File: src/include/cpu16_params.svh
// word width is also the address width and the memory is word addressed
`ifndef CPU16_PARAMS_SVH
`define CPU16_PARAMS_SVH

// data and address width
`define CPU16_WORD_W 16

// register count, the last register is the MOVI target
`define CPU16_NREGS 8

// first fetch address after reset
`define CPU16_RESET_PC 'h0000

`endif

File: src/design/cpu16Pkg.sv
// encodings assume rd in ir[10:8], ra in ir[7:5], rb in ir[4:2], imm5 in ir[4:0], imm8 in ir[7:0]
`include "cpu16_params.svh"
`default_nettype none

package cpu16Pkg;

	// opcode in ir[15:11], branch offsets count from the next instruction
	typedef enum logic [4:0] {
		opAdd  = 5'h00,     // rd = ra + rb
		opAdc  = 5'h01,     // rd = ra + rb + carry
		opSub  = 5'h02,
		opAnd  = 5'h03,
		opOr   = 5'h04,
		opXor  = 5'h05,
		opAddi = 5'h06,     // rd = ra + imm5
		opMovi = 5'h07,     // r7 = imm8
		opLdw  = 5'h08,     // rd = mem[ra + imm5]
		opStw  = 5'h09,     // mem[ra + imm5] = rd
		opJmp  = 5'h0A,
		opBeq  = 5'h0B,
		opBl   = 5'h0C,
		opRet  = 5'h0D,
		opHalt = 5'h1F
	} opcode_t;

	typedef enum logic [2:0] {aluAdd, aluAdc, aluSub, aluAnd, aluOr, aluXor, aluPassB} aluOp_t;

	typedef enum logic [1:0] {pcIncr, pcLr, pcAluRes, pcBus} pcSel_t;
	typedef enum logic {op1Rd1, op1Pc} op1Sel_t;
	typedef enum logic [1:0] {op2Rd2, op2Imm, op2Zero} op2Sel_t;
	typedef enum logic {immShort, immLong} immSel_t;   // imm5 or imm8
	typedef enum logic {wdAlu, wdSys} wdSel_t;
	typedef enum logic {rsRb, rsRd} rsSel_t;           // second read port field
	typedef enum logic {rwRd, rwSeven} rwSel_t;
	typedef enum logic {lrPcIncr, lrBus} lrSel_t;
	typedef enum logic [1:0] {busMem, busPc, busLr, busAluOut} busSel_t;

	// bit positions in the flag word
	localparam int flagZero  = 0;
	localparam int flagCarry = 1;
	localparam int flagNeg   = 2;
	localparam int flagOvf   = 3;

endpackage

interface ctrlIf;
	import cpu16Pkg::*;
	pcSel_t pcSel;
	op1Sel_t op1Sel;
	op2Sel_t op2Sel;
	immSel_t immSel;
	wdSel_t wdSel;
	rsSel_t rs2Sel;
	rwSel_t rwSel;
	lrSel_t lrSel;
	busSel_t busSel;
	aluOp_t aluOp;
	logic carryIn;
	logic pcWe, lrWe, irWe, regWe, aluWe;
	opcode_t opcode;
	logic [3:0] flags;          // straight from the alu, not stored

	modport controller(output pcSel, op1Sel, op2Sel, immSel, wdSel, rs2Sel, rwSel, lrSel,
		busSel, aluOp, carryIn, pcWe, lrWe, irWe, regWe, aluWe, input opcode, flags);
	modport datapath(input pcSel, op1Sel, op2Sel, immSel, wdSel, rs2Sel, rwSel, lrSel,
		busSel, aluOp, carryIn, pcWe, lrWe, irWe, regWe, aluWe, output opcode, flags);
endinterface

interface memIf;
	logic [`CPU16_WORD_W-1:0] addrSrc;
	logic [`CPU16_WORD_W-1:0] storeData;
	logic [`CPU16_WORD_W-1:0] busIn;
	logic rdReq;
	logic wrReq;
	logic dataAcc;              // address from alu output register instead of pc

	modport controller(output rdReq, wrReq, dataAcc);
	modport datapath(output addrSrc, storeData, input busIn, dataAcc);
	modport memPort(input addrSrc, storeData, rdReq, wrReq, output busIn);
endinterface

`default_nettype wire

File: src/design/alu.sv
// purely combinational and carry and overflow are only meaningful for add, adc and sub
`include "cpu16_params.svh"
`default_nettype none

module alu(
	input wire [`CPU16_WORD_W-1:0] op1,
	input wire [`CPU16_WORD_W-1:0] op2,
	input wire carryIn,
	input wire cpu16Pkg::aluOp_t aluOp,
	output logic [`CPU16_WORD_W-1:0] result,
	output logic [3:0] flags
);

	import cpu16Pkg::*;

	localparam int wordW = `CPU16_WORD_W;

	logic [wordW:0] sum;        // extra bit holds the carry out
	logic [wordW-1:0] addB;
	logic addCin;
	logic isArith;

	assign isArith = aluOp inside {aluAdd, aluAdc, aluSub};

	// one adder for all three arithmetic ops
	always_comb begin
		addB = op2;
		addCin = 1'b0;
		case (aluOp)
			aluAdc: addCin = carryIn;
			aluSub: begin
				addB = ~op2;          // a - b as a + ~b + 1
				addCin = 1'b1;
			end
			default: addCin = 1'b0;
		endcase
	end

	assign sum = {1'b0, op1} + {1'b0, addB} + {{wordW{1'b0}}, addCin};

	always_comb begin
		case (aluOp)
			aluAdd, aluAdc, aluSub: result = sum[wordW-1:0];
			aluAnd: result = op1 & op2;
			aluOr: result = op1 | op2;
			aluXor: result = op1 ^ op2;
			default: result = op2;    // pass b
		endcase
	end

	always_comb begin
		flags = '0;
		flags[flagZero] = (result == '0);
		flags[flagNeg] = result[wordW-1];
		flags[flagCarry] = isArith & sum[wordW];
		// same operand signs but a different result sign
		flags[flagOvf] = isArith & (op1[wordW-1] == addB[wordW-1])
			& (sum[wordW-1] != op1[wordW-1]);
	end

endmodule

`default_nettype wire

File: src/design/controller.sv
// LDW takes seven cycles and STW six, unknown opcodes act as no-ops and only reset leaves HALT
`include "cpu16_params.svh"
`default_nettype none

module controller(
	input wire Clock,
	input wire rstN,
	ctrlIf.controller ctrl,
	memIf.controller mem,
	output logic halted
);

	import cpu16Pkg::*;

	typedef enum logic [2:0] {
		sFetch, sWait, sDecode, sExec, sMem, sMemWait, sLoad, sHalt
	} state_t;

	state_t state, nextState;
	logic [3:0] flagsReg;
	opcode_t op;
	logic isAluOp;
	logic isMemOp;

	function automatic aluOp_t toAluOp(input opcode_t code);
		case (code)
			opAdc: return aluAdc;
			opSub: return aluSub;
			opAnd: return aluAnd;
			opOr: return aluOr;
			opXor: return aluXor;
			default: return aluAdd;
		endcase
	endfunction

	assign op = ctrl.opcode;
	assign isAluOp = op inside {opAdd, opAdc, opSub, opAnd, opOr, opXor, opAddi};
	assign isMemOp = op inside {opLdw, opStw};
	assign halted = (state == sHalt);
	assign ctrl.carryIn = flagsReg[flagCarry];

	always_ff @(posedge Clock) begin
		if (!rstN) begin
			state <= sFetch;
			flagsReg <= '0;
		end else begin
			state <= nextState;
			// movi and branches leave the flags alone
			if (state == sExec && isAluOp) flagsReg <= ctrl.flags;
		end
	end

	always_comb begin
		nextState = state;
		case (state)
			sFetch: nextState = sWait;
			sWait: nextState = sDecode;
			sDecode: nextState = sExec;
			sExec: begin
				if (isMemOp) nextState = sMem;
				else if (op == opHalt) nextState = sHalt;
				else nextState = sFetch;
			end
			sMem: nextState = sMemWait;
			sMemWait: nextState = (op == opLdw) ? sLoad : sFetch;
			sLoad: nextState = sFetch;
			sHalt: nextState = sHalt;
		endcase
	end

	always_comb begin
		ctrl.pcSel = pcIncr;
		ctrl.op1Sel = op1Rd1;
		ctrl.op2Sel = op2Zero;
		ctrl.immSel = immShort;
		ctrl.wdSel = wdAlu;
		ctrl.rs2Sel = rsRb;
		ctrl.rwSel = rwRd;
		ctrl.lrSel = lrBus;
		ctrl.busSel = busMem;
		ctrl.aluOp = aluAdd;
		ctrl.pcWe = 1'b0;
		ctrl.lrWe = 1'b0;
		ctrl.irWe = 1'b0;
		ctrl.regWe = 1'b0;
		ctrl.aluWe = 1'b0;
		mem.rdReq = 1'b0;
		mem.wrReq = 1'b0;
		mem.dataAcc = 1'b0;
		case (state)
			sFetch: mem.rdReq = 1'b1;      // address from pc
			sDecode: begin
				ctrl.irWe = 1'b1;
				ctrl.pcWe = 1'b1;
			end
			sExec: begin
				case (op)
					opAdd, opAdc, opSub, opAnd, opOr, opXor: begin
						ctrl.op2Sel = op2Rd2;
						ctrl.aluOp = toAluOp(op);
						ctrl.regWe = 1'b1;
					end
					opAddi: begin
						ctrl.op2Sel = op2Imm;
						ctrl.regWe = 1'b1;
					end
					opMovi: begin
						ctrl.op2Sel = op2Imm;
						ctrl.immSel = immLong;
						ctrl.aluOp = aluPassB;
						ctrl.rwSel = rwSeven;
						ctrl.regWe = 1'b1;
					end
					opLdw, opStw: begin
						ctrl.op2Sel = op2Imm;   // ra + imm5 into alu output register
						ctrl.aluWe = 1'b1;
					end
					opJmp, opBeq, opBl: begin
						ctrl.op1Sel = op1Pc;
						ctrl.op2Sel = op2Imm;
						ctrl.immSel = immLong;
						ctrl.pcSel = pcAluRes;
						ctrl.pcWe = (op != opBeq) || flagsReg[flagZero];
						ctrl.lrWe = (op == opBl);
						ctrl.busSel = busPc;    // pc already points past the bl
					end
					opRet: begin
						ctrl.pcSel = pcLr;
						ctrl.pcWe = 1'b1;
					end
					default: ctrl.pcWe = 1'b0;
				endcase
			end
			sMem: begin
				mem.dataAcc = 1'b1;
				mem.rdReq = (op == opLdw);
				mem.wrReq = (op == opStw);
				ctrl.rs2Sel = rsRd;
			end
			sLoad: begin
				ctrl.wdSel = wdSys;
				ctrl.regWe = 1'b1;
			end
			default: ctrl.pcWe = 1'b0;
		endcase
	end

	// a bus write into IR or a register takes the memory word read two cycles earlier
	assert property (@(posedge Clock) disable iff (!rstN)
		(ctrl.irWe || (ctrl.regWe && ctrl.wdSel == wdSys))
			|-> ctrl.busSel == busMem && $past(mem.rdReq, 2));

endmodule

`default_nettype wire

File: src/design/cpu16Top.sv
// expects a single-port word memory that answers one cycle after memRd with no wait states
`include "cpu16_params.svh"
`default_nettype none

module cpu16Top(
	input wire Clock,
	input wire rstN,
	output wire [`CPU16_WORD_W-1:0] memAddr,
	output wire [`CPU16_WORD_W-1:0] memWData,
	output wire memRd,
	output wire memWr,
	input wire [`CPU16_WORD_W-1:0] memRData,
	output wire halted
);

	ctrlIf ctrlBus();
	memIf memBus();

	controller ctrlInst(
		.Clock  (Clock),
		.rstN   (rstN),
		.ctrl   (ctrlBus.controller),
		.mem    (memBus.controller),
		.halted (halted)
	);

	datapath dpInst(
		.Clock (Clock),
		.rstN  (rstN),
		.ctrl  (ctrlBus.datapath),
		.mem   (memBus.datapath)
	);

	memPort memInst(
		.Clock    (Clock),
		.rstN     (rstN),
		.mem      (memBus.memPort),
		.memAddr  (memAddr),
		.memWData (memWData),
		.memRd    (memRd),
		.memWr    (memWr),
		.memRData (memRData)
	);

endmodule

`default_nettype wire

File: src/design/datapath.sv
// the shared bus is a driver-select mux with one driver per cycle and it has no real tristates
`include "cpu16_params.svh"
`default_nettype none

module datapath(
	input wire Clock,
	input wire rstN,
	ctrlIf.datapath ctrl,
	memIf.datapath mem
);

	import cpu16Pkg::*;

	localparam int wordW = `CPU16_WORD_W;

	logic [wordW-1:0] sysBus;
	logic [wordW-1:0] pc, pcIn, pcNext;
	logic [wordW-1:0] lr, lrIn;
	logic [wordW-1:0] ir;
	logic [wordW-1:0] aluOut, aluRes;
	logic [wordW-1:0] op1, op2, extended;
	logic [wordW-1:0] wData, rd1, rd2;
	logic [2:0] rs2, rw;

	assign pcNext = pc + 1'b1;
	assign ctrl.opcode = opcode_t'(ir[15:11]);

	// sign extend imm5 or imm8
	assign extended = (ctrl.immSel == immShort) ? {{(wordW-5){ir[4]}}, ir[4:0]}
		: {{(wordW-8){ir[7]}}, ir[7:0]};

	always_comb begin
		case (ctrl.busSel)
			busMem: sysBus = mem.busIn;
			busPc: sysBus = pc;
			busLr: sysBus = lr;
			default: sysBus = aluOut;
		endcase
	end

	assign wData = (ctrl.wdSel == wdSys) ? sysBus : aluRes;
	assign lrIn = (ctrl.lrSel == lrPcIncr) ? pcNext : sysBus;
	assign rs2 = (ctrl.rs2Sel == rsRd) ? ir[10:8] : ir[4:2];    // rd is the store source
	assign rw = (ctrl.rwSel == rwSeven) ? 3'(`CPU16_NREGS - 1) : ir[10:8];

	always_comb begin
		case (ctrl.pcSel)
			pcLr: pcIn = lr;
			pcAluRes: pcIn = aluRes;
			pcBus: pcIn = sysBus;
			default: pcIn = pcNext;
		endcase
	end

	assign op1 = (ctrl.op1Sel == op1Pc) ? pc : rd1;

	always_comb begin
		case (ctrl.op2Sel)
			op2Rd2: op2 = rd2;
			op2Imm: op2 = extended;
			default: op2 = '0;
		endcase
	end

	// data accesses use the address latched in the alu output register
	assign mem.addrSrc = mem.dataAcc ? aluOut : pc;
	assign mem.storeData = rd2;

	regBlock regs(
		.Clock (Clock),
		.rstN  (rstN),
		.rs1   (ir[7:5]),
		.rs2   (rs2),
		.rw    (rw),
		.wData (wData),
		.we    (ctrl.regWe),
		.rd1   (rd1),
		.rd2   (rd2)
	);

	alu aluInst(
		.op1     (op1),
		.op2     (op2),
		.carryIn (ctrl.carryIn),
		.aluOp   (ctrl.aluOp),
		.result  (aluRes),
		.flags   (ctrl.flags)
	);

	always_ff @(posedge Clock) begin
		if (!rstN) begin
			pc <= wordW'(`CPU16_RESET_PC);
			ir <= '0;
		end else begin
			if (ctrl.pcWe) pc <= pcIn;
			if (ctrl.irWe) ir <= sysBus;       // fetched word arrives on the bus
		end
	end

	always_ff @(posedge Clock) begin
		if (ctrl.lrWe) lr <= lrIn;
		if (ctrl.aluWe) aluOut <= aluRes;
	end

endmodule

`default_nettype wire

File: src/design/memPort.sv
// strobes come one cycle after a request and memRData must be valid the cycle after memRd
`include "cpu16_params.svh"
`default_nettype none

module memPort(
	input wire Clock,
	input wire rstN,
	memIf.memPort mem,
	output logic [`CPU16_WORD_W-1:0] memAddr,
	output logic [`CPU16_WORD_W-1:0] memWData,
	output logic memRd,
	output logic memWr,
	input wire [`CPU16_WORD_W-1:0] memRData
);

	always_ff @(posedge Clock) begin
		if (!rstN) begin
			memRd <= 1'b0;
			memWr <= 1'b0;
		end else begin
			memRd <= mem.rdReq;     // single cycle pulses
			memWr <= mem.wrReq;
		end
	end

	// address and data held until the next request
	always_ff @(posedge Clock) begin
		if (mem.rdReq || mem.wrReq) memAddr <= mem.addrSrc;
		if (mem.wrReq) memWData <= mem.storeData;
	end

	assign mem.busIn = memRData;

	// single-port memory
	assert property (@(posedge Clock) disable iff (!rstN) !(memRd && memWr));

endmodule

`default_nettype wire

File: src/design/regBlock.sv
// registers clear on reset and a write shows on the read ports only after the clock edge
`include "cpu16_params.svh"
`default_nettype none

module regBlock(
	input wire Clock,
	input wire rstN,
	input wire [2:0] rs1,
	input wire [2:0] rs2,
	input wire [2:0] rw,
	input wire [`CPU16_WORD_W-1:0] wData,
	input wire we,
	output logic [`CPU16_WORD_W-1:0] rd1,
	output logic [`CPU16_WORD_W-1:0] rd2
);

	logic [`CPU16_WORD_W-1:0] regs [`CPU16_NREGS];

	always_ff @(posedge Clock) begin
		if (!rstN) begin
			for (int i = 0; i < `CPU16_NREGS; i++) begin
				regs[i] <= '0;
			end
		end else if (we) begin
			regs[rw] <= wData;
		end
	end

	// both read ports are plain muxes
	assign rd1 = regs[rs1];
	assign rd2 = regs[rs2];

endmodule

`default_nettype wire

File: config.mk
export PLATFORM = sky130hd
export DESIGN_NAME = cpu16Top
export DESIGN_NICKNAME = d
export VERILOG_FILES = /design/src/design/cpu16Pkg.sv /design/src/design/alu.sv /design/src/design/controller.sv /design/src/design/cpu16Top.sv /design/src/design/datapath.sv /design/src/design/memPort.sv /design/src/design/regBlock.sv
export VERILOG_INCLUDE_DIRS = /design/src /design/src/include
export SDC_FILE = /design/constraint.sdc
export NUM_CORES = 1
export LEC_CHECK = 0
export ABC_CLOCK_PERIOD_IN_PS = 7350
export BUFFER_PORTS_ARGS = -buffer_cell sky130_fd_sc_hd__buf_2
export CORE_MARGIN = 4
export CORE_UTILIZATION = 62
export DETAILED_ROUTE_END_ITERATION = 16
export GPL_TIMING_DRIVEN = 0
export HOLD_SLACK_MARGIN = 0.05
export PLACE_DENSITY_LB_ADDON = 0.12
export SYNTH_ARGS = -nofsm -noshare
export SYNTH_HDL_FRONTEND = slang
export SYNTH_SLANG_ARGS = --single-unit
File: constraint.sdc
create_clock -name Clock -period 7.35 [get_ports Clock]
set_clock_uncertainty 0.2 [all_clocks]
set_input_delay 0 -clock Clock [delete_from_list [all_inputs] [get_ports Clock]]
set_output_delay 0 -clock Clock [all_outputs]
set_load 0.01 [all_outputs]
==> flow_metrics.py <==
metrics = {
    "final_layout": {
        "register_area_um2": 6610,
        "fill_cells": 1670,
        "antenna_cells": 0,
        "nNetsFinal": 1510,
        "instances_no_fill": 1741,
        "drive_gt1_share_pct": 15.0,
        "fin_util_pct": 70.9,
        "multi_input_area_um2": 6740,
        "syn_to_final_growth_pct": 11.1,
    },
    "synth": {
        "yosysTopAreaCell": "edfxtp_1",
        "synth-async-reset-ratio_pct": 0,
        "muxShareOfSynthArea_pct": 11.4,
        "synth.distinct_cells": 91,
        "synthSimpleGateAreaFrac_pct": 15.4,
        "synth_common_cells": "nor2_1, edfxtp_1, nand2_1",
        "synth_xor_area_share_pct": 1.68,
        "avgSynthCellArea_um2": 10.4,
        "postSynthCellCount": 1346,
        "syn_area_um2": 14000,
        "synth_edf_count": 192,
        "synth_top_area_share_pct": 41.0,
        "ys_top_cells_by_area": "edfxtp_1, mux4_2, dfxtp_1",
        "ys_seq_area_share_pct": 47.0,
        "synth_nets": 1414,
        "synth-compound-area-share_pct": 14.8,
        "synth_flop_cell": "edfxtp_1",
        "yosys_warnings": 0,
        "yosys.cell_count.top_type": "nor2_1",
        "synthAdderAreaFrac_pct": 4.56,
        "ys_ff_latch": 234,
        "synth_top_family_by_area": "simple AND/OR/NAND/NOR gates",
    },
    "setup_path": {
        "cp.arrival_ns": 7.26,
        "r2r_start": "ctrlInst.state[0]",
        "crit_type": "flop to flop",
        "cp-end-kind": "flop",
        "critPathRequiredTime_ns": 7.43,
        "path_delay_family": "multiplexers",
        "crit_path_max_fanout": 10,
        "worstPathCellList": "buf_6, nor3b_4, mux2i_1, clkbuf_1, mux4_2, mux2i_1, o21ai_0, xor2_1, fa_1, inv_1, fa_1, nor2b_4, o31a_1, o211ai_2, a21oi_2, a21o_1, a211oi_1, mux2_2, nor2_1",
        "ff2ff_path_depth": 19,
        "slowest_delay_ns": 0.74,
        "r2r_slack_ns": 0.17,
        "critical_path.slowest_cell": "a211oi_1",
        "r2r-end": "dpInst.regs.regs[5][14]",
        "cp-start-kind": "flop",
        "path_buf_inv": 3,
    },
    "timing": {
        "tightest_slew_ns": 1.18,
        "tns_ns": 0,
        "fmax_mhz": 139,
        "fin_crit_ns": 7.18,
        "grt_setup_unrepaired": "no",
        "setup_viol": 0,
        "relSlewSlack_pct": 21.6,
        "finalCritPeriodShare_pct": 97.7,
        "slew_violations": 0,
        "hold_violations": 0,
        "worst_hold_slack_ns": 0.156,
    },
    "pwr": {
        "p_per_area_nw_per_um2": 217,
        "power_w": 0.00338,
        "p_leak_nw": 6.08,
        "vdd_drop_max_v": 0.000200,
    },
    "flow_run": {
        "max_cap_violations": 0,
    },
    "clock_network": {
        "cts.clk_slew.worst_paths_ns": 0.07,
        "cts_root_buf": "clkbuf_16",
        "max-clock-path-buffers": 3,
        "clock-sinks": 234,
        "cts_buffers": 25,
        "cts_tree": "built",
        "clk_latency_ns": 0.55,
        "hold_buffers": 17,
        "htreeDepth": 1,
        "post_cts_buffers": 0,
        "postCtsResizedCells": 0,
    },
    "place": {
        "gp_congestion": 1.01,
        "dp_cells": 1678,
        "hpwlAfterDp_um": 32500,
        "numPortBuffers": 51,
    },
    "floorplan": {
        "die_y_um": 159,
        "die-area_um2": 25100,
        "coreArea_um2": 22000,
        "ios": 53,
        "die_w_um": 159,
        "rows": 54,
        "initial_core_util_pct": 63.8,
    },
    "drt": {
        "dr.pass1.iters": 6,
        "final_antenna_net_count": 0,
        "via_count": 11500,
        "drc": 0,
        "viasPerCell": 6.60,
        "first_iter_violations": 1455,
        "drt_wl_total_um": 42500,
        "wl_per_cell_um": 24.4,
    },
    "global_route": {
        "antenna_found_initial": 0,
        "grt_usage_pct": 34.2,
        "grt_max_degree": 18,
        "grt_pass1_wl_um": 65000,
        "overflow": 0,
        "grt_pass1_vias": 11000,
    },
    "min_path": {
        "min_from": "memRData[8]",
        "worstHoldPathCells": 4,
        "min_to": "dpInst.lr[8]",
        "hp-class": "input port to flop",
    },
    "run_status": {
        "outcome": "finished clean",
    },
}
## report_power, final
group / internal (W) / leakage, nW / switching, W
Combinational: 0.000216 / 3.45 / 0.000440
Clock: 0.000666 / 0.365 / 0.000529
Sequential: 0.00149 / 2.27 / 0.0000357
## metal layers
metal / global-route usage [%] / routed length (µm)
met1: 44.0 / 16000
met2: 54.3 / 19600
met3: 7.12 / 4200
met4: 19.3 / 2800
met5: 0 / 0
## cells in the final DEF (no fill, tap or decap), types with 17 or more instances in the layout
cell / synthesis / layout
a211oi_1: 39 / 38
a21oi_1: 63 / 63
and2_1: 24 / 24
buf_2: 13 / 64
clkbuf_1: 53 / 59
clkbuf_16: 0 / 25
dfxtp_1: 42 / 42
dlygate4sd3_1: 0 / 17
edfxtp_1: 192 / 192
ha_1: 48 / 48
inv_1: 77 / 77
mux2_2: 18 / 18
mux2i_1: 41 / 41
mux4_2: 44 / 44
nand2_1: 146 / 146
nor2_1: 196 / 194
o21a_1: 18 / 18
o21ai_0: 43 / 43
xor2_1: 24 / 24
## worst max path at each step
stage | startpoint | to | slack, ns | cells past startpoint
2_1_floorplan | ctrlInst.state[0] | dpInst.regs.regs[0][12] | 2.06 | 19
4_1_cts | ctrlInst.state[0] | dpInst.regs.regs[7][12] | 0.34 | 19
3_5_place_dp | ctrlInst.state[0] | dpInst.regs.regs[7][12] | 0.36 | 19
3_3_place_gp | ctrlInst.state[0] | dpInst.regs.regs[0][14] | 0.50 | 19
6_report | ctrlInst.state[0] | dpInst.regs.regs[5][14] | 0.17 | 19
5_1_grt | ctrlInst.state[0] | dpInst.regs.regs[2][12] | 0.01 | 19
## cell families (layout without fill, tap and decap cells)
logic type	Yosys count	in the layout
AND/OR/NAND/NOR	467	467
AO/OA/AOI/OAI	299	299
flip-flops	234	234
buffers and inverters	166	281
multiplexers	103	103
adder cells (fa/ha/maj)	50	50
XOR/XNOR	27	27
## through the flow
step / setup slack [ns] / instance area, µm²
floorplan: 2.06 / 14000
global placement: 0.497 / 14700
detailed placement: 0.359 / 14700
CTS: 0.341 / 15600
global route: 0.0104 / 15600
finish: 0.169 / 15600
## final cells by class
cell class | count | share of cell area [%]
inverters | 77 | 1.85
flip-flops and latches | 234 | 42.3
clock inverters | 15 | 0.762
multi-input cells | 946 | 43.2
repair buffers | 69 | 2.77
clock buffers | 31 | 4.15
plain buffers | 89 | 2.70
well taps | 280 | 2.24
## tightest hold or removal path, stage by stage
cell and delay [ns]:
dlygate4sd3_1 0.52, buf_2 0.11, nand2_1 0.05, nand2_1 0.11
## registers in the layout (all words and copies together), names as in the netlist, named ones only
register,count
ctrlInst.flagsReg,2
memInst.memWr,1
memInst.memWData,16
ctrlInst.state,3
memInst.memRd,1
dpInst.ir,16
memInst.memAddr,16
dpInst.lr,16
dpInst.aluOut,16
dpInst.pc,16
dpInst.regs.regs,128
(Power assumes the default switching activity.)
